<file path="src/verilog/vga_pkg.sv">
// Shared raster timing, rectangle and colour definitions, imported by every video module.

package vga_pkg;

    // ~~~~~~~~~~~~~~~~~~~~~~~~~~~~~~~~~~~~~~~~
    // Raster geometry for 800x600 at 60 Hz
    // ~~~~~~~~~~~~~~~~~~~~~~~~~~~~~~~~~~~~~~~~

    // Width of every pixel-position word.
    localparam int cnt_w = 11;

    localparam logic [10:0] hor_total       = 11'd1056;
    localparam logic [10:0] hor_blank_start = 11'd800;
    localparam logic [10:0] hor_sync_start  = 11'd840;
    localparam logic [10:0] hor_sync_time   = 11'd128;

    localparam logic [10:0] ver_total       = 11'd628;
    localparam logic [10:0] ver_blank_start = 11'd600;
    localparam logic [10:0] ver_sync_start  = 11'd601;
    localparam logic [10:0] ver_sync_time   = 11'd4;

    // ~~~~~~~~~~~~~~~~~~~~~~~~~~~~~~~~~~~~~~~~
    // Drawing constants
    // ~~~~~~~~~~~~~~~~~~~~~~~~~~~~~~~~~~~~~~~~

    localparam logic [10:0] rect_width  = 11'd48;
    localparam logic [10:0] rect_height = 11'd64;

    // Orange fill for the rectangle.
    localparam logic [11:0] rect_colour = 12'hF80;

    localparam logic [11:0] border_colour = 12'hFFF;
    localparam logic [11:0] blank_colour  = 12'h000;

    // ~~~~~~~~~~~~~~~~~~~~~~~~~~~~~~~~~~~~~~~~
    // Colour word
    // ~~~~~~~~~~~~~~~~~~~~~~~~~~~~~~~~~~~~~~~~

    // A colour is moved around as one 12-bit word but blended per channel,
    // so both views share the same bits. Red sits in the top nibble.
    typedef union packed {
        logic [11:0] word;
        struct packed {
            logic [3:0] r;
            logic [3:0] g;
            logic [3:0] b;
        } ch;
    } rgb_t;

endpackage

</file>
<file path="src/verilog/vga_timing.sv">
// Raster timing controller producing pixel counters, blanking and sync for 800x600 VGA.

`timescale 1ns/1ns

module vga_timing import vga_pkg::*; (
    input  logic             clk,
    input  logic             rst,
    output logic [cnt_w-1:0] hcount,
    output logic [cnt_w-1:0] vcount,
    output logic             hblnk,
    output logic             vblnk,
    output logic             hsync,
    output logic             vsync
);

    logic [cnt_w-1:0] hcount_nxt;
    logic [cnt_w-1:0] vcount_nxt;
    logic             hblnk_nxt;
    logic             vblnk_nxt;
    logic             hsync_nxt;
    logic             vsync_nxt;
    logic             line_end;

    // ~~~~~~~~~~~~~~~~~~~~~~~~~~~~~~~~~~~~~~~~
    // Next raster position
    // ~~~~~~~~~~~~~~~~~~~~~~~~~~~~~~~~~~~~~~~~

    assign line_end = (hcount == hor_total - 11'd1);

    always_comb begin
        if (line_end) begin
            hcount_nxt = '0;
        end else begin
            hcount_nxt = hcount + 11'd1;
        end

        // The line counter only moves when the pixel counter wraps.
        if (!line_end) begin
            vcount_nxt = vcount;
        end else if (vcount == ver_total - 11'd1) begin
            vcount_nxt = '0;
        end else begin
            vcount_nxt = vcount + 11'd1;
        end
    end

    // ~~~~~~~~~~~~~~~~~~~~~~~~~~~~~~~~~~~~~~~~
    // Region decode
    // ~~~~~~~~~~~~~~~~~~~~~~~~~~~~~~~~~~~~~~~~

    // Flags are decoded from the next position so that after the register
    // they describe the same pixel as the counters.
    always_comb begin
        hblnk_nxt = (hcount_nxt >= hor_blank_start);
        hsync_nxt = (hcount_nxt >= hor_sync_start) &&
                    (hcount_nxt < hor_sync_start + hor_sync_time);
        vblnk_nxt = (vcount_nxt >= ver_blank_start);
        vsync_nxt = (vcount_nxt >= ver_sync_start) &&
                    (vcount_nxt < ver_sync_start + ver_sync_time);
    end

    always_ff @(posedge clk) begin
        if (rst) begin
            hcount <= '0;
            vcount <= '0;
            hblnk  <= 1'b0;
            vblnk  <= 1'b0;
            hsync  <= 1'b0;
            vsync  <= 1'b0;
        end else begin
            hcount <= hcount_nxt;
            vcount <= vcount_nxt;
            hblnk  <= hblnk_nxt;
            vblnk  <= vblnk_nxt;
            hsync  <= hsync_nxt;
            vsync  <= vsync_nxt;
        end
    end

endmodule

</file>
<file path="src/verilog/draw_background.sv">
// Background painter that draws a white border and a position gradient on the visible area.

`timescale 1ns/1ns

module draw_background import vga_pkg::*; (
    input  logic             clk,
    input  logic             rst,
    input  logic [cnt_w-1:0] hcount,
    input  logic [cnt_w-1:0] vcount,
    input  logic             hblnk,
    input  logic             vblnk,
    input  logic             hsync,
    input  logic             vsync,
    output rgb_t             bg_rgb,
    output logic             hsync_d,
    output logic             vsync_d
);

    rgb_t bg_nxt;
    logic visible;
    logic on_border;

    assign visible = !(hblnk || vblnk);

    // Outermost visible columns and rows.
    assign on_border = (hcount == '0) ||
                       (hcount == hor_blank_start - 11'd1) ||
                       (vcount == '0) ||
                       (vcount == ver_blank_start - 11'd1);

    always_comb begin
        bg_nxt.word = blank_colour;
        if (visible) begin
            if (on_border) begin
                bg_nxt.word = border_colour;
            end else begin
                // Red follows the column, green the row, blue stays low.
                bg_nxt.ch.r = hcount[9:6];
                bg_nxt.ch.g = vcount[9:6];
                bg_nxt.ch.b = 4'd4;
            end
        end
    end

    // ~~~~~~~~~~~~~~~~~~~~~~~~~~~~~~~~~~~~~~~~
    // Output stage
    // ~~~~~~~~~~~~~~~~~~~~~~~~~~~~~~~~~~~~~~~~

    // Syncs ride along with the colour so the mixer sees them aligned.
    always_ff @(posedge clk) begin
        if (rst) begin
            bg_rgb  <= '0;
            hsync_d <= 1'b0;
            vsync_d <= 1'b0;
        end else begin
            bg_rgb  <= bg_nxt;
            hsync_d <= hsync;
            vsync_d <= vsync;
        end
    end

endmodule

</file>
<file path="src/verilog/draw_rect.sv">
// Rectangle painter that flags pixels covered by a fixed-size rectangle at an external position.

`timescale 1ns/1ns

module draw_rect import vga_pkg::*; (
    input  logic             clk,
    input  logic             rst,
    input  logic [cnt_w-1:0] hcount,
    input  logic [cnt_w-1:0] vcount,
    input  logic             hblnk,
    input  logic             vblnk,
    input  logic [cnt_w-1:0] rect_x,
    input  logic [cnt_w-1:0] rect_y,
    output logic             rect_on,
    output rgb_t             rect_rgb
);

    logic [cnt_w-1:0] x_q;
    logic [cnt_w-1:0] y_q;
    logic [cnt_w-1:0] x_cur;
    logic [cnt_w-1:0] y_cur;
    logic [cnt_w:0]   x_end;
    logic [cnt_w:0]   y_end;
    logic             frame_start;
    logic             in_x;
    logic             in_y;
    logic             on_nxt;

    // ~~~~~~~~~~~~~~~~~~~~~~~~~~~~~~~~~~~~~~~~
    // Position latch
    // ~~~~~~~~~~~~~~~~~~~~~~~~~~~~~~~~~~~~~~~~

    assign frame_start = (hcount == '0) && (vcount == '0);

    // Pixel (0,0) already uses the position sampled in its own cycle.
    assign x_cur = frame_start ? rect_x : x_q;
    assign y_cur = frame_start ? rect_y : y_q;

    always_ff @(posedge clk) begin
        if (frame_start) begin
            x_q <= rect_x;
            y_q <= rect_y;
        end
    end

    // ~~~~~~~~~~~~~~~~~~~~~~~~~~~~~~~~~~~~~~~~
    // Coverage test
    // ~~~~~~~~~~~~~~~~~~~~~~~~~~~~~~~~~~~~~~~~

    // One extra bit keeps the far edge from wrapping.
    assign x_end = {1'b0, x_cur} + {1'b0, rect_width};
    assign y_end = {1'b0, y_cur} + {1'b0, rect_height};

    assign in_x = (hcount >= x_cur) && ({1'b0, hcount} < x_end);
    assign in_y = (vcount >= y_cur) && ({1'b0, vcount} < y_end);

    // Blanking clips whatever part of the rectangle falls off screen.
    assign on_nxt = in_x && in_y && !hblnk && !vblnk;

    always_ff @(posedge clk) begin
        if (rst) begin
            rect_on  <= 1'b0;
            rect_rgb <= '0;
        end else begin
            rect_on       <= on_nxt;
            rect_rgb.word <= on_nxt ? rect_colour : 12'h000;
        end
    end

endmodule

</file>
<file path="src/verilog/pixel_mixer.sv">
// Pixel mixer that blends the rectangle over the background at half strength and aligns syncs.

`timescale 1ns/1ns

module pixel_mixer import vga_pkg::*; (
    input  logic clk,
    input  logic rst,
    input  rgb_t bg_rgb,
    input  rgb_t rect_rgb,
    input  logic rect_on,
    input  logic hsync_d,
    input  logic vsync_d,
    output rgb_t rgb,
    output logic hsync,
    output logic vsync
);

    logic [4:0] sum_r;
    logic [4:0] sum_g;
    logic [4:0] sum_b;
    rgb_t       mix_nxt;

    // Five-bit sums so the carry survives before halving.
    assign sum_r = {1'b0, rect_rgb.ch.r} + {1'b0, bg_rgb.ch.r};
    assign sum_g = {1'b0, rect_rgb.ch.g} + {1'b0, bg_rgb.ch.g};
    assign sum_b = {1'b0, rect_rgb.ch.b} + {1'b0, bg_rgb.ch.b};

    always_comb begin
        if (rect_on) begin
            mix_nxt.ch.r = sum_r[4:1];
            mix_nxt.ch.g = sum_g[4:1];
            mix_nxt.ch.b = sum_b[4:1];
        end else begin
            mix_nxt.word = bg_rgb.word;
        end
    end

    always_ff @(posedge clk) begin
        if (rst) begin
            rgb   <= '0;
            hsync <= 1'b0;
            vsync <= 1'b0;
        end else begin
            rgb   <= mix_nxt;
            hsync <= hsync_d;
            vsync <= vsync_d;
        end
    end

endmodule

</file>
<file path="src/verilog/vga_top.sv">
// Top level of the VGA video subsystem, wiring timing, both painters and the mixer together.

`timescale 1ns/1ns

module vga_top import vga_pkg::*; (
    input  logic             clk,
    input  logic             rst,
    input  logic [cnt_w-1:0] rect_x,
    input  logic [cnt_w-1:0] rect_y,
    output logic             hsync,
    output logic             vsync,
    output rgb_t             rgb
);

    logic [cnt_w-1:0] hcount;
    logic [cnt_w-1:0] vcount;
    logic             hblnk;
    logic             vblnk;
    logic             tim_hsync;
    logic             tim_vsync;
    rgb_t             bg_rgb;
    logic             hsync_d;
    logic             vsync_d;
    logic             rect_on;
    rgb_t             rect_rgb;

    vga_timing u_vga_timing (
        .clk    (clk),
        .rst    (rst),
        .hcount (hcount),
        .vcount (vcount),
        .hblnk  (hblnk),
        .vblnk  (vblnk),
        .hsync  (tim_hsync),
        .vsync  (tim_vsync)
    );

    // Both painters run in parallel on the same raster.
    draw_background u_draw_background (
        .clk     (clk),
        .rst     (rst),
        .hcount  (hcount),
        .vcount  (vcount),
        .hblnk   (hblnk),
        .vblnk   (vblnk),
        .hsync   (tim_hsync),
        .vsync   (tim_vsync),
        .bg_rgb  (bg_rgb),
        .hsync_d (hsync_d),
        .vsync_d (vsync_d)
    );

    draw_rect u_draw_rect (
        .clk      (clk),
        .rst      (rst),
        .hcount   (hcount),
        .vcount   (vcount),
        .hblnk    (hblnk),
        .vblnk    (vblnk),
        .rect_x   (rect_x),
        .rect_y   (rect_y),
        .rect_on  (rect_on),
        .rect_rgb (rect_rgb)
    );

    pixel_mixer u_pixel_mixer (
        .clk      (clk),
        .rst      (rst),
        .bg_rgb   (bg_rgb),
        .rect_rgb (rect_rgb),
        .rect_on  (rect_on),
        .hsync_d  (hsync_d),
        .vsync_d  (vsync_d),
        .rgb      (rgb),
        .hsync    (hsync),
        .vsync    (vsync)
    );

endmodule

</file>
<file path="config.mk">
export PLATFORM = sky130hd
export DESIGN_NAME = vga_top
export DESIGN_NICKNAME = d
export VERILOG_FILES = /design/src/verilog/vga_pkg.sv /design/src/verilog/vga_timing.sv /design/src/verilog/draw_background.sv /design/src/verilog/draw_rect.sv /design/src/verilog/pixel_mixer.sv /design/src/verilog/vga_top.sv
export SDC_FILE = /design/constraint.sdc
export NUM_CORES = 1
export LEC_CHECK = 0
export BUFFER_PORTS_ARGS = -buffer_cell sky130_fd_sc_hd__buf_2
export CAP_MARGIN = 10
export CORE_UTILIZATION = 40
export CTS_CLUSTER_DIAMETER = 50
export DETAILED_ROUTE_END_ITERATION = 12
export PLACE_DENSITY = 0.63
export SYNTH_ARGS = -nofsm -noshare
export SYNTH_HDL_FRONTEND = slang
export SYNTH_SLANG_ARGS = --single-unit
</file>
<file path="constraint.sdc">
create_clock -name clk -period 3.5 [get_ports clk]
set_clock_uncertainty 0.05 [all_clocks]
set_input_delay 0.525 -clock clk [delete_from_list [all_inputs] [get_ports clk]]
set_output_delay 0.525 -clock clk [all_outputs]
set_load 0.005 [all_outputs]
</file>
==> metrics.md, run 1 <==
| Metric | Value |
|---|---|
| Filler cell count | 912 |
| Most numerous cell in the Yosys netlist | dfxtp_1 |
| Critical R2R Launch | u_vga_timing.hcount[0] |
| Hold Path Sink | u_draw_rect.x_q[1] |
| Initial antenna violation count | 0 |
| Core ar. | 9910 um2 |
| Via density | 5.277 |
| Layout cells sized above 1 | 23.31% |
| Cell taking the most area after synthesis | dfxtp_1 |
| Hold Startpoint | rect_x[1] |
| Grt met2 use | 29.95% |
| Setup TNS | 0 ns |
| Non-filler instance count after layout | 665 |
| Worst hold path depth | 3 |
| R2R setup slack | 0.14 ns |
| Avg Cell Area, Syn | 8.895 um2 |
| Row count | 36 |
| CP required | 3.72 ns |
| Clk network pwr share | 36.9% |
| Global-route wire length before repair | 15720 um |
| Flops & latches, synth | 75 |
| Max Cap Viol | 0 |
| Reg2Reg Depth | 15 |
| Seq/Total Area, Yosys | 36.22% |
| DR DRC count | 0 |
| Hold slack | 0.3518 ns |
| NetSw | 0.6095 mW |
| Crit share post-route | 95.92% |
| Sinks on Clock Net | 75 |
| Post-synth ARST share | 0% |
| Largest net degree at the start of global routing | 38 |
| CP arrival | 3.58 ns |
| Maximum vdd drop | 0.2815 mV |
| LEAKAGE | 2.296 nW |
| IO Pins | 38 |
| Cell internal pwr | 1.703 mW |
| Ys Warns | 0 |
| Max-slew headroom | 52.03% |
| Average wire per standard cell | 14.26 um |
| CTS max path bufs | 2 |
| Worst skew pair latency | 0.35 ns |
| Largest cells by area after synthesis | dfxtp_1, ha_1, mux2i_1 |
| Area grow syn2layout | 23.42% |
| Kind of critical path | reg2reg |
| Die width | 103.8 um |
| Htree depth | 3 |
| F_max | 297.9 MHz |
| Diodes inserted | 0 |
| Setup violators final | 0 |
| CTS tree | built |
| Min cycle time layout | 3.357 ns |
| Final wirelength | 9481 um |
| Vias in the first global route | 3436 |
| GPL Wtd Cong | 0.8965 |
| HP Class | in2reg |
| Flop pwr share | 41.5% |
| Combinational share of power | 21.6% |
| Gr usage total | 18.04% |
| Overall power | 2.313 mW |
| Final layout net count | 593 |
| Grt met1 use | 22.38% |
| First DRT Iteration DRCs | 177 |
| Sw Ratio | 26.35% |
| Final Hold Viols | 0 |
| Cells after Synth | 466 |
| Cts bufs inserted | 9 |
| Crit. End Element | flip-flop |
| Vias | 3509 |
| Post-DP HPWL | 6646 um |
| Drt first pass iters | 4 |
| Maximum fanout along the worst path | 8 |
| Pwr dens | 452.0 nW/um2 |
| Total gr overflow | 0 |
| Number of synthesized flops with an enable pin | 0 |
| Die height | 103.8 um |
| Tightest Pin Transition | 0.7196 ns |
| Clk Tree Root Cell | clkbuf_8 |
| CP startpoint kind | flip-flop |
| GR peak layer | met2 |
| Run status | finished, final reports clean |
| Post-synth top cells | dfxtp_1, ha_1, nor2_1 |
| Die Area | 10770 um2 |
| Mapped Nets | 532 |
| Synthesized cell area | 4145 um2 |
| R2r endpoint | u_draw_rect.rect_rgb[10] |
| Met3 usage | 3.461% |
| Placed Cells | 639 |
| Port Buf Inserts | 37 |
| Final slew viol count | 0 |
| Post-synth top area share | 36.22% |
| Clock transition at path regs | 0.08 ns |
| Count of cell types in the netlist | 56 |
| Ys flop type | dfxtp_1 |
| DRT antenna net count | 0 |
| Initial Util | 41.83% |
==> layer usage <==
layer,part of all wire (%),up-vias
li1,-,1753
met1,46,1646
met2,48,86
met3,3.7,24
met4,2.5,0
met5,0,-
==> worst max-delay path: stages (launching register included) <==
cell and delay (ns):
dfxtp_2 0.34, inv_2 0.08, ha_4 0.12, nor4b_4 0.23, nand3_2 0.15, nor3_4 0.26
buf_12 0.18, mux2_4 0.35, xnor2_2 0.15, ha_1 0.32, a21o_1 0.18, a211oi_2 0.22
o211ai_1 0.13, a21oi_1 0.22, a21oi_2 0.06, nor4_2 0.21
==> state kept, by name, summed over array words and instances, names as in the netlist <==
register	count
u_draw_background.hsync_d	1
u_draw_rect.x_q	11
u_vga_timing.hcount	11
u_vga_timing.vblnk	1
u_draw_background.bg_rgb	10
u_pixel_mixer.rgb	12
u_draw_background.vsync_d	1
u_vga_timing.hsync	1
u_pixel_mixer.hsync	1
u_vga_timing.vcount	11
u_vga_timing.hblnk	1
u_vga_timing.vsync	1
u_pixel_mixer.vsync	1
u_draw_rect.rect_rgb	1
u_draw_rect.y_q	11
==> layout make-up <==
cell class	instances	area [um2]	share of cell area [%]
Multi-Input combinational cell	336	2564	50.11
Sequential cell	75	1504	29.40
Timing Repair Buffer	72	498.0	9.733
Tap cell	133	166.4	3.253
Clock buffer	12	165.2	3.228
Inverter	33	123.9	2.421
Clock inverter	4	95.09	1.859
==> cells in the final DEF (no fill, tap or decap), types with 14 or more instances in the layout <==
master,count
a21oi_1,23
buf_2,37
buf_4,32
dfxtp_1,73
ha_1,40
inv_1,30
mux2i_1,17
nand2_1,26
nand3_1,17
nor2_1,40
nor3_1,14
o21ai_0,15
xnor2_1,15
==> power groups by stage <==
stage	Combinational, mW	Clock (mW)	Sequential, mW
floorplan	0.297	0	0.969
global placement	0.386	0	0.972
detailed placement	0.401	0	0.975
CTS	0.426	0.871	0.955
global route	0.555	0.907	0.967
finish	0.500	0.853	0.960
==> metrics by stage <==
stage	worst slack, ns	cell area [um2]	utilization [%]
floorplan	0.008706	4174	-
global placement	0.1242	4626	46.68
detailed placement	-0.08064	4626	46.68
CTS	0.03291	4932	49.77
global route	-0.08243	5116	51.63
finish	0.1428	5116	51.63
==> worst max path at each step <==
stage,start,to,slack (ns),cells past startpoint
after floorplan,u_vga_timing.hcount[7],u_draw_rect.rect_rgb[10],0.009,15
after global placement,u_vga_timing.hcount[0],u_draw_rect.rect_rgb[10],0.12,15
after detailed placement,u_vga_timing.hcount[0],u_draw_rect.rect_rgb[10],-0.08,15
after CTS,u_vga_timing.hcount[0],u_draw_rect.rect_rgb[10],0.03,15
after global routing,u_vga_timing.hcount[0],u_draw_rect.rect_rgb[10],-0.08,15
final,u_vga_timing.hcount[0],u_draw_rect.rect_rgb[10],0.14,15
==> cell families after synthesis <==
logic type	synth area share, %
simple gates	20.53
buf+inv	5.192
fa+ha+maj	13.10
compound gates	11.89
xor+xnor	5.705
mux	7.365
flops	36.22
==> repair_timing <==
| action | 4_1_cts | 5_1_grt |
|---|---|---|
| hold buffers | 0 | 0 |
| hold endpoints to repair | 0 | 0 |
| resized for setup | 2 | 29 |
| setup buffers | 0 | 9 |
| gates cloned | 1 | 0 |
| pin swaps | 1 | 16 |
| setup endpoints to repair | 1 | 1 |
Power figures use the tool's default switching activity.
==> inputs of run 2 (changes only) <==
--- a/config.mk
+++ b/config.mk
@@ -10,7 +10,8 @@
 export CORE_UTILIZATION = 40
 export CTS_CLUSTER_DIAMETER = 50
 export DETAILED_ROUTE_END_ITERATION = 12
-export PLACE_DENSITY = 0.63
+export GPL_TIMING_DRIVEN = 0
+export PLACE_DENSITY = 0.6
 export SYNTH_ARGS = -nofsm -noshare
 export SYNTH_HDL_FRONTEND = slang
 export SYNTH_SLANG_ARGS = --single-unit
==> constraint.sdc (replaced) <==
create_clock -name clk -period 3.75 [get_ports clk]
set_clock_uncertainty 0.05 [all_clocks]
set_input_delay 0.5625 -clock clk [delete_from_list [all_inputs] [get_ports clk]]
set_output_delay 0.5625 -clock clk [all_outputs]
set_load 0.005 [all_outputs]
==> run 2 against run 1 <==
- worst hold slack gained 0.025 ns
- total power shrank 14%
- flip-flop and latch count is the same
- critical endpoint unchanged
- highest routed layer unchanged
- first-iteration DRC count shrank 46%
- combinational power shrank 23%
==> metrics.md, run 2 (same netlist as run 1, synthesis figures left out) <==
| Metric | Value |
|---|---|
| Run status | finished, final reports clean |
| Initial antenna violation count | 0 |
| Largest Register | u_pixel_mixer.rgb |
| Area grow syn2layout | 16.45% |
| Port Buf Inserts | 36 |
| Row count | 36 |
| Setup violators final | 0 |
| IO Pins | 38 |
| LEAKAGE | 2.129 nW |
| Die height | 103.8 um |
| CP startpoint kind | flip-flop |
| Initial Util | 41.83% |
| Final slew viol count | 0 |
| Core Util, Final | 48.71% |
| Htree depth | 3 |
| Design area | 4827 um2 |
| Worst path cell trace | or4_4 -> nor3_4 -> buf_6 -> mux2_2 -> xnor2_1 -> ha_1 -> a21o_1 -> a211oi_2 -> o211ai_1 -> a21oi_1 -> a21oi_1 -> nor4_2 |
| Cts hold-fix bufs | 0 |
| Vias in the first global route | 3262 |
| Crit. End Element | flip-flop |
| Setup TNS | 0 ns |
| Post-DP HPWL | 6696 um |
| Worst skew pair latency | 0.36 ns |
| Die width | 103.8 um |
| Pwr dens | 410.6 nW/um2 |
| Tightest Pin Transition | 0.7132 ns |
| Slowest Stage Delay on Critical Path | 0.59 ns |
| Max-slew headroom | 52.20% |
| Clk Tree Root Cell | clkbuf_8 |
| HP Class | in2reg |
| Setup ws final | 0.2060 ns |
| CP Buf/Inv Count | 1 |
| Diodes inserted | 0 |
| First DRT Iteration DRCs | 96 |
| DRT antenna net count | 0 |
| Vias | 3418 |
| Sinks on Clock Net | 75 |
| F_max | 282.2 MHz |
| Commonest non-fill, non-tap cells in the layout | dfxtp_1, ha_1, nor2_1 |
| Clock transition at path regs | 0.08 ns |
| Slowest stage cell, crit path | or4_4 |
| Largest net degree at the start of global routing | 15 |
| Average wire per standard cell | 13.71 um |
| Most common cell after layout, fill and taps aside | dfxtp_1 |
| Max reg flops | 12 |
| DR DRC count | 0 |
| CP required | 3.96 ns |
| CP arrival | 3.75 ns |
| Final layout net count | 583 |
| Global-route wire length before repair | 15470 um |
| Kind of critical path | reg2reg |
| Max Cap Viol | 0 |
| Placed Cells | 635 |
| Gr usage total | 17.88% |
| GPL Wtd Cong | 0.8321 |
| Drt first pass iters | 6 |
| CTS max path bufs | 2 |
| Most frequent CP cell | a21oi_1 |
| Min cycle time layout | 3.544 ns |
| Final Hold Viols | 0 |
| Pre-CTS WS | -0.7122 ns |
| Total gr overflow | 0 |
| Maximum vdd drop | 0.2363 mV |
| Placed cell areas | 4492 um2 |
| Layout cells sized above 1 | 15.71% |
| Crit-path leading delay family | simple AND/OR/NAND/NOR gates |
| Non-filler instance count after layout | 655 |
| Maximum fanout along the worst path | 7 |
| Die Area | 10770 um2 |
| Core ar. | 9910 um2 |
| RSZ-0062 raised after global routing | false |
| Via density | 5.218 |
| CTS tree | built |
| Filler cell count | 992 |
| Crit share post-route | 94.51% |
| Cts bufs inserted | 9 |
| Final wirelength | 8978 um |
[run 2: cell types whose count changed in the layout (fill, tap and decap cells not counted), moves of 2 or more]
cell | before | now
buf_4 | 32 | 4
clkbuf_1 | 0 | 16
mux2i_1 | 17 | 23
mux2i_2 | 8 | 2
o21ai_0 | 15 | 19
o21ai_1 | 4 | 0
buf_6 | 0 | 3
clkbuf_8 | 12 | 9
buf_12 | 2 | 0
inv_1 | 30 | 32
inv_2 | 2 | 0
inv_6 | 0 | 2
[run 2: final timing paths]
check | startpoint | end | slack [ns] | cells past startpoint
worst max register to register | u_vga_timing.vcount[10] | u_draw_rect.rect_rgb[10] | 0.21 | 12
worst min-delay path | rect_x[3] | u_draw_rect.x_q[3] | 0.38 | 3
worst min register to register | u_draw_background.vsync_d | u_pixel_mixer.vsync | 0.39 | 1
worst max-delay path | u_vga_timing.vcount[10] | u_draw_rect.rect_rgb[10] | 0.21 | 12
[run 2: worst min-delay path, stage by stage]
cell	delay (ns)
buf_2	0.07
mux2i_1	0.08
inv_1	0.05
[run 2: area by class of cell]
type | instances | area (um2) | area share, %
inverters | 33 | 123.9 | 2.566
well taps | 133 | 166.4 | 3.447
flip-flops and latches | 75 | 1503 | 31.13
repair buffers | 40 | 214.0 | 4.432
clock buffers | 9 | 123.9 | 2.566
plain buffers | 22 | 103.9 | 2.151
clock inverters | 7 | 98.84 | 2.048
multi-input cells | 336 | 2494 | 51.66
[run 2: what timing repair did]
| item | 4_1_cts | 5_1_grt |
|---|---|---|
| pin swaps | 1 | 2 |
| cloned | 0 | 0 |
| resized for setup | 10 | 7 |
| setup buffers | 1 | 3 |
| setup endpoints to repair | 1 | 1 |
[run 2: per-stage QoR]
stage / total power, mW / hold WS [ns]
2_1_floorplan: 1.175 / 0.3638
3_3_place_gp: 1.256 / 0.3709
3_5_place_dp: 1.268 / 0.3752
4_1_cts: 1.994 / 0.3678
5_1_grt: 2.109 / 0.3712
6_report: 1.982 / 0.3766
[run 2: where the power goes]
part | total [mW] | switching, mW | leakage (nW) | internal, mW
registers | 0.894 | 0.0282 | 0.621 | 0.866
logic | 0.387 | 0.210 | 1.40 | 0.176
clock network | 0.701 | 0.322 | 0.110 | 0.379
[run 2: layer usage]
layer	vias up	GRT usage [%]	wire [um]
li1	1751	-	-
met1	1614	22.86	4319
met2	37	28.76	4240
met3	16	4.468	264
met4	0	7.143	154
met5	-	0	0
==> inputs of run 3 (changes only) <==
--- a/config.mk
+++ b/config.mk
@@ -7,11 +7,12 @@
 export LEC_CHECK = 0
 export BUFFER_PORTS_ARGS = -buffer_cell sky130_fd_sc_hd__buf_2
 export CAP_MARGIN = 10
-export CORE_UTILIZATION = 40
+export CORE_UTILIZATION = 55
 export CTS_CLUSTER_DIAMETER = 50
 export DETAILED_ROUTE_END_ITERATION = 12
 export GPL_TIMING_DRIVEN = 0
-export PLACE_DENSITY = 0.6
+export PLACE_DENSITY = 0.78
+export SKIP_CTS_REPAIR_TIMING = 1
 export SYNTH_ARGS = -nofsm -noshare
 export SYNTH_HDL_FRONTEND = slang
 export SYNTH_SLANG_ARGS = --single-unit
==> run 3 against run 2 <==
- critical path depth grew 2
- sequential share of layout area shrank 0.15 points
- worst hold slack gained 0.014 ns
- largest power group unchanged
- final cell count shrank 4.6%
- die area shrank 27%
- highest routed layer unchanged
- via count grew 0.44%
- flip-flop and latch count is the same
- total power grew 1.8%
- setup slack lost 0.051 ns
- routed wire length shrank 1.1%
==> metrics.md, run 3 (same netlist as run 1, synthesis figures left out) <==
| Metric | Value |
|---|---|
| Run status | finished, final reports clean |
| Non-filler instance count after layout | 625 |
| Clock transition at path regs | 0.09 ns |
| Die height | 88.82 um |
| Worst skew pair latency | 0.35 ns |
| DR DRC count | 0 |
| Hold slack | 0.3909 ns |
| Setup violators final | 0 |
| Cts bufs inserted | 9 |
| Clk Tree Root Cell | clkbuf_8 |
| Final wirelength | 8880 um |
| CTS tree | built |
| Pwr dens | 416.1 nW/um2 |
| Die Area | 7888 um2 |
| Max Cap Viol | 0 |
| LEAKAGE | 2.145 nW |
| Hold Path Sink | u_draw_background.vsync_d |
| Critical R2R Launch | u_vga_timing.hcount[10] |
| Port Buf Inserts | 36 |
| R2R setup slack | 0.15 ns |
| CP arrival | 3.78 ns |
| HP Class | reg2reg |
| Max-slew headroom | 49.69% |
| Crit. End Element | flip-flop |
| Multi-input logic area | 2524 um2 |
| Largest net degree at the start of global routing | 14 |
| Maximum fanout along the worst path | 10 |
| Tightest Pin Transition | 0.7505 ns |
| Overall power | 2.017 mW |
| Worst hold path depth | 1 |
| Sinks on Clock Net | 75 |
| Most frequent CP cell | ha_1 |
| Crit share post-route | 95.88% |
| Commonest non-fill, non-tap cells in the layout | dfxtp_1, ha_1, nor2_1 |
| Post-DP HPWL | 6534 um |
| Diodes inserted | 0 |
| CP startpoint kind | flip-flop |
| Gr usage total | 23.53% |
| Total gr overflow | 0 |
| First DRT Iteration DRCs | 178 |
| Final layout net count | 587 |
| Max reg flops | 12 |
| Htree depth | 3 |
| DRT antenna net count | 0 |
| Hold Startpoint | u_vga_timing.vsync |
| Placed Cells | 601 |
| IO Pins | 38 |
| CTS max path bufs | 2 |
| GPL Wtd Cong | 0.8804 |
| Vias | 3433 |
| Kind of critical path | reg2reg |
| Global-route wire length before repair | 14060 um |
| Area grow syn2layout | 16.93% |
| Drt first pass iters | 5 |
| Vias in the first global route | 3035 |
| Worst path cell trace | nor4_4 -> nand3_2 -> nor3_4 -> buf_6 -> buf_8 -> mux2i_2 -> inv_1 -> ha_1 -> xor2_1 -> ha_1 -> o221ai_1 -> o2bb2ai_1 -> a31oi_1 -> nor4_2 |
| Layout cells sized above 1 | 16.54% |
| Final slew viol count | 0 |
| Final Hold Viols | 0 |
| Largest Register | u_pixel_mixer.rgb |
| Average wire per standard cell | 14.21 um |
| Min cycle time layout | 3.595 ns |
| CP required | 3.94 ns |
| Most common cell after layout, fill and taps aside | dfxtp_1 |
| Maximum vdd drop | 0.2343 mV |
| Register area | 1501 um2 |
| R2r endpoint | u_draw_rect.rect_rgb[10] |
| Row count | 31 |
| Slowest Stage Delay on Critical Path | 0.42 ns |
| F_max | 278.1 MHz |
| Reg2Reg Depth | 14 |
| Via density | 5.493 |
| Die width | 88.82 um |
| Core ar. | 7253 um2 |
| Initial Util | 57.15% |
| Filler cell count | 596 |
| Slowest stage cell, crit path | dfxtp_1 |
| Initial antenna violation count | 0 |
[run 3: how the worst max path moves through the flow]
stage | startpoint | end | slack [ns]
3_3_place_gp | u_vga_timing.hcount[0] | u_draw_rect.rect_rgb[10] | -0.53
5_1_grt | u_vga_timing.hcount[0] | u_draw_rect.rect_rgb[10] | -0.03
4_1_cts | u_vga_timing.hcount[0] | u_draw_rect.rect_rgb[10] | -0.67
3_5_place_dp | u_vga_timing.hcount[0] | u_draw_rect.rect_rgb[10] | -0.61
6_report | u_vga_timing.hcount[10] | u_draw_rect.rect_rgb[10] | 0.15
2_1_floorplan | u_vga_timing.hcount[0] | u_draw_rect.rect_rgb[10] | 0.08
[run 3: layout make-up]
type	instances	area share, %
well taps	99	2.556
flip-flops and latches	75	30.98
plain buffers	22	2.220
clock buffers	11	2.917
repair buffers	44	4.956
multi-input cells	336	52.07
clock inverters	5	1.755
inverters	33	2.556
[run 3: metrics by stage]
stage | TNS (ns) | utilization, % | area, um2 | worst slack [ns]
after global routing | -0.03025 | 66.83 | 4847 | -0.03025
after CTS | -0.6724 | 64.46 | 4676 | -0.6724
final | 0 | 66.83 | 4847 | 0.1547
after global placement | -0.5332 | 61.34 | 4449 | -0.5332
after floorplan | 0 | - | 4145 | 0.08141
after detailed placement | -0.6101 | 61.34 | 4449 | -0.6101
[run 3: worst max-delay path: cells and delay by family, from the launching register on]
kind | cells | cell delay (ns)
AND/OR/NAND/NOR | 4 | 0.99
AO/OA/AOI/OAI | 3 | 0.57
adder cells (fa/ha/maj) | 2 | 0.53
buffers and inverters | 3 | 0.46
flip-flops | 1 | 0.42
multiplexers | 1 | 0.27
XOR/XNOR | 1 | 0.17
[run 3: layer usage]
layer | wire length (um) | vias up | track usage (%)
li1 | - | 1747 | -
met1 | 4022 | 1620 | 29.68
met2 | 4534 | 60 | 40.28
met3 | 256 | 6 | 5.037
met4 | 68 | 0 | 7.185
met5 | 0 | - | 0
[run 3: where the power goes]
part / switching (mW) / total, mW / leakage (nW) / internal (mW)
Sequential: 0.0317 / 0.898 / 0.620 / 0.866
Clock: 0.304 / 0.701 / 0.110 / 0.397
Combinational: 0.221 / 0.418 / 1.41 / 0.197
Total: 0.557 / 2.02 / 2.15 / 1.46
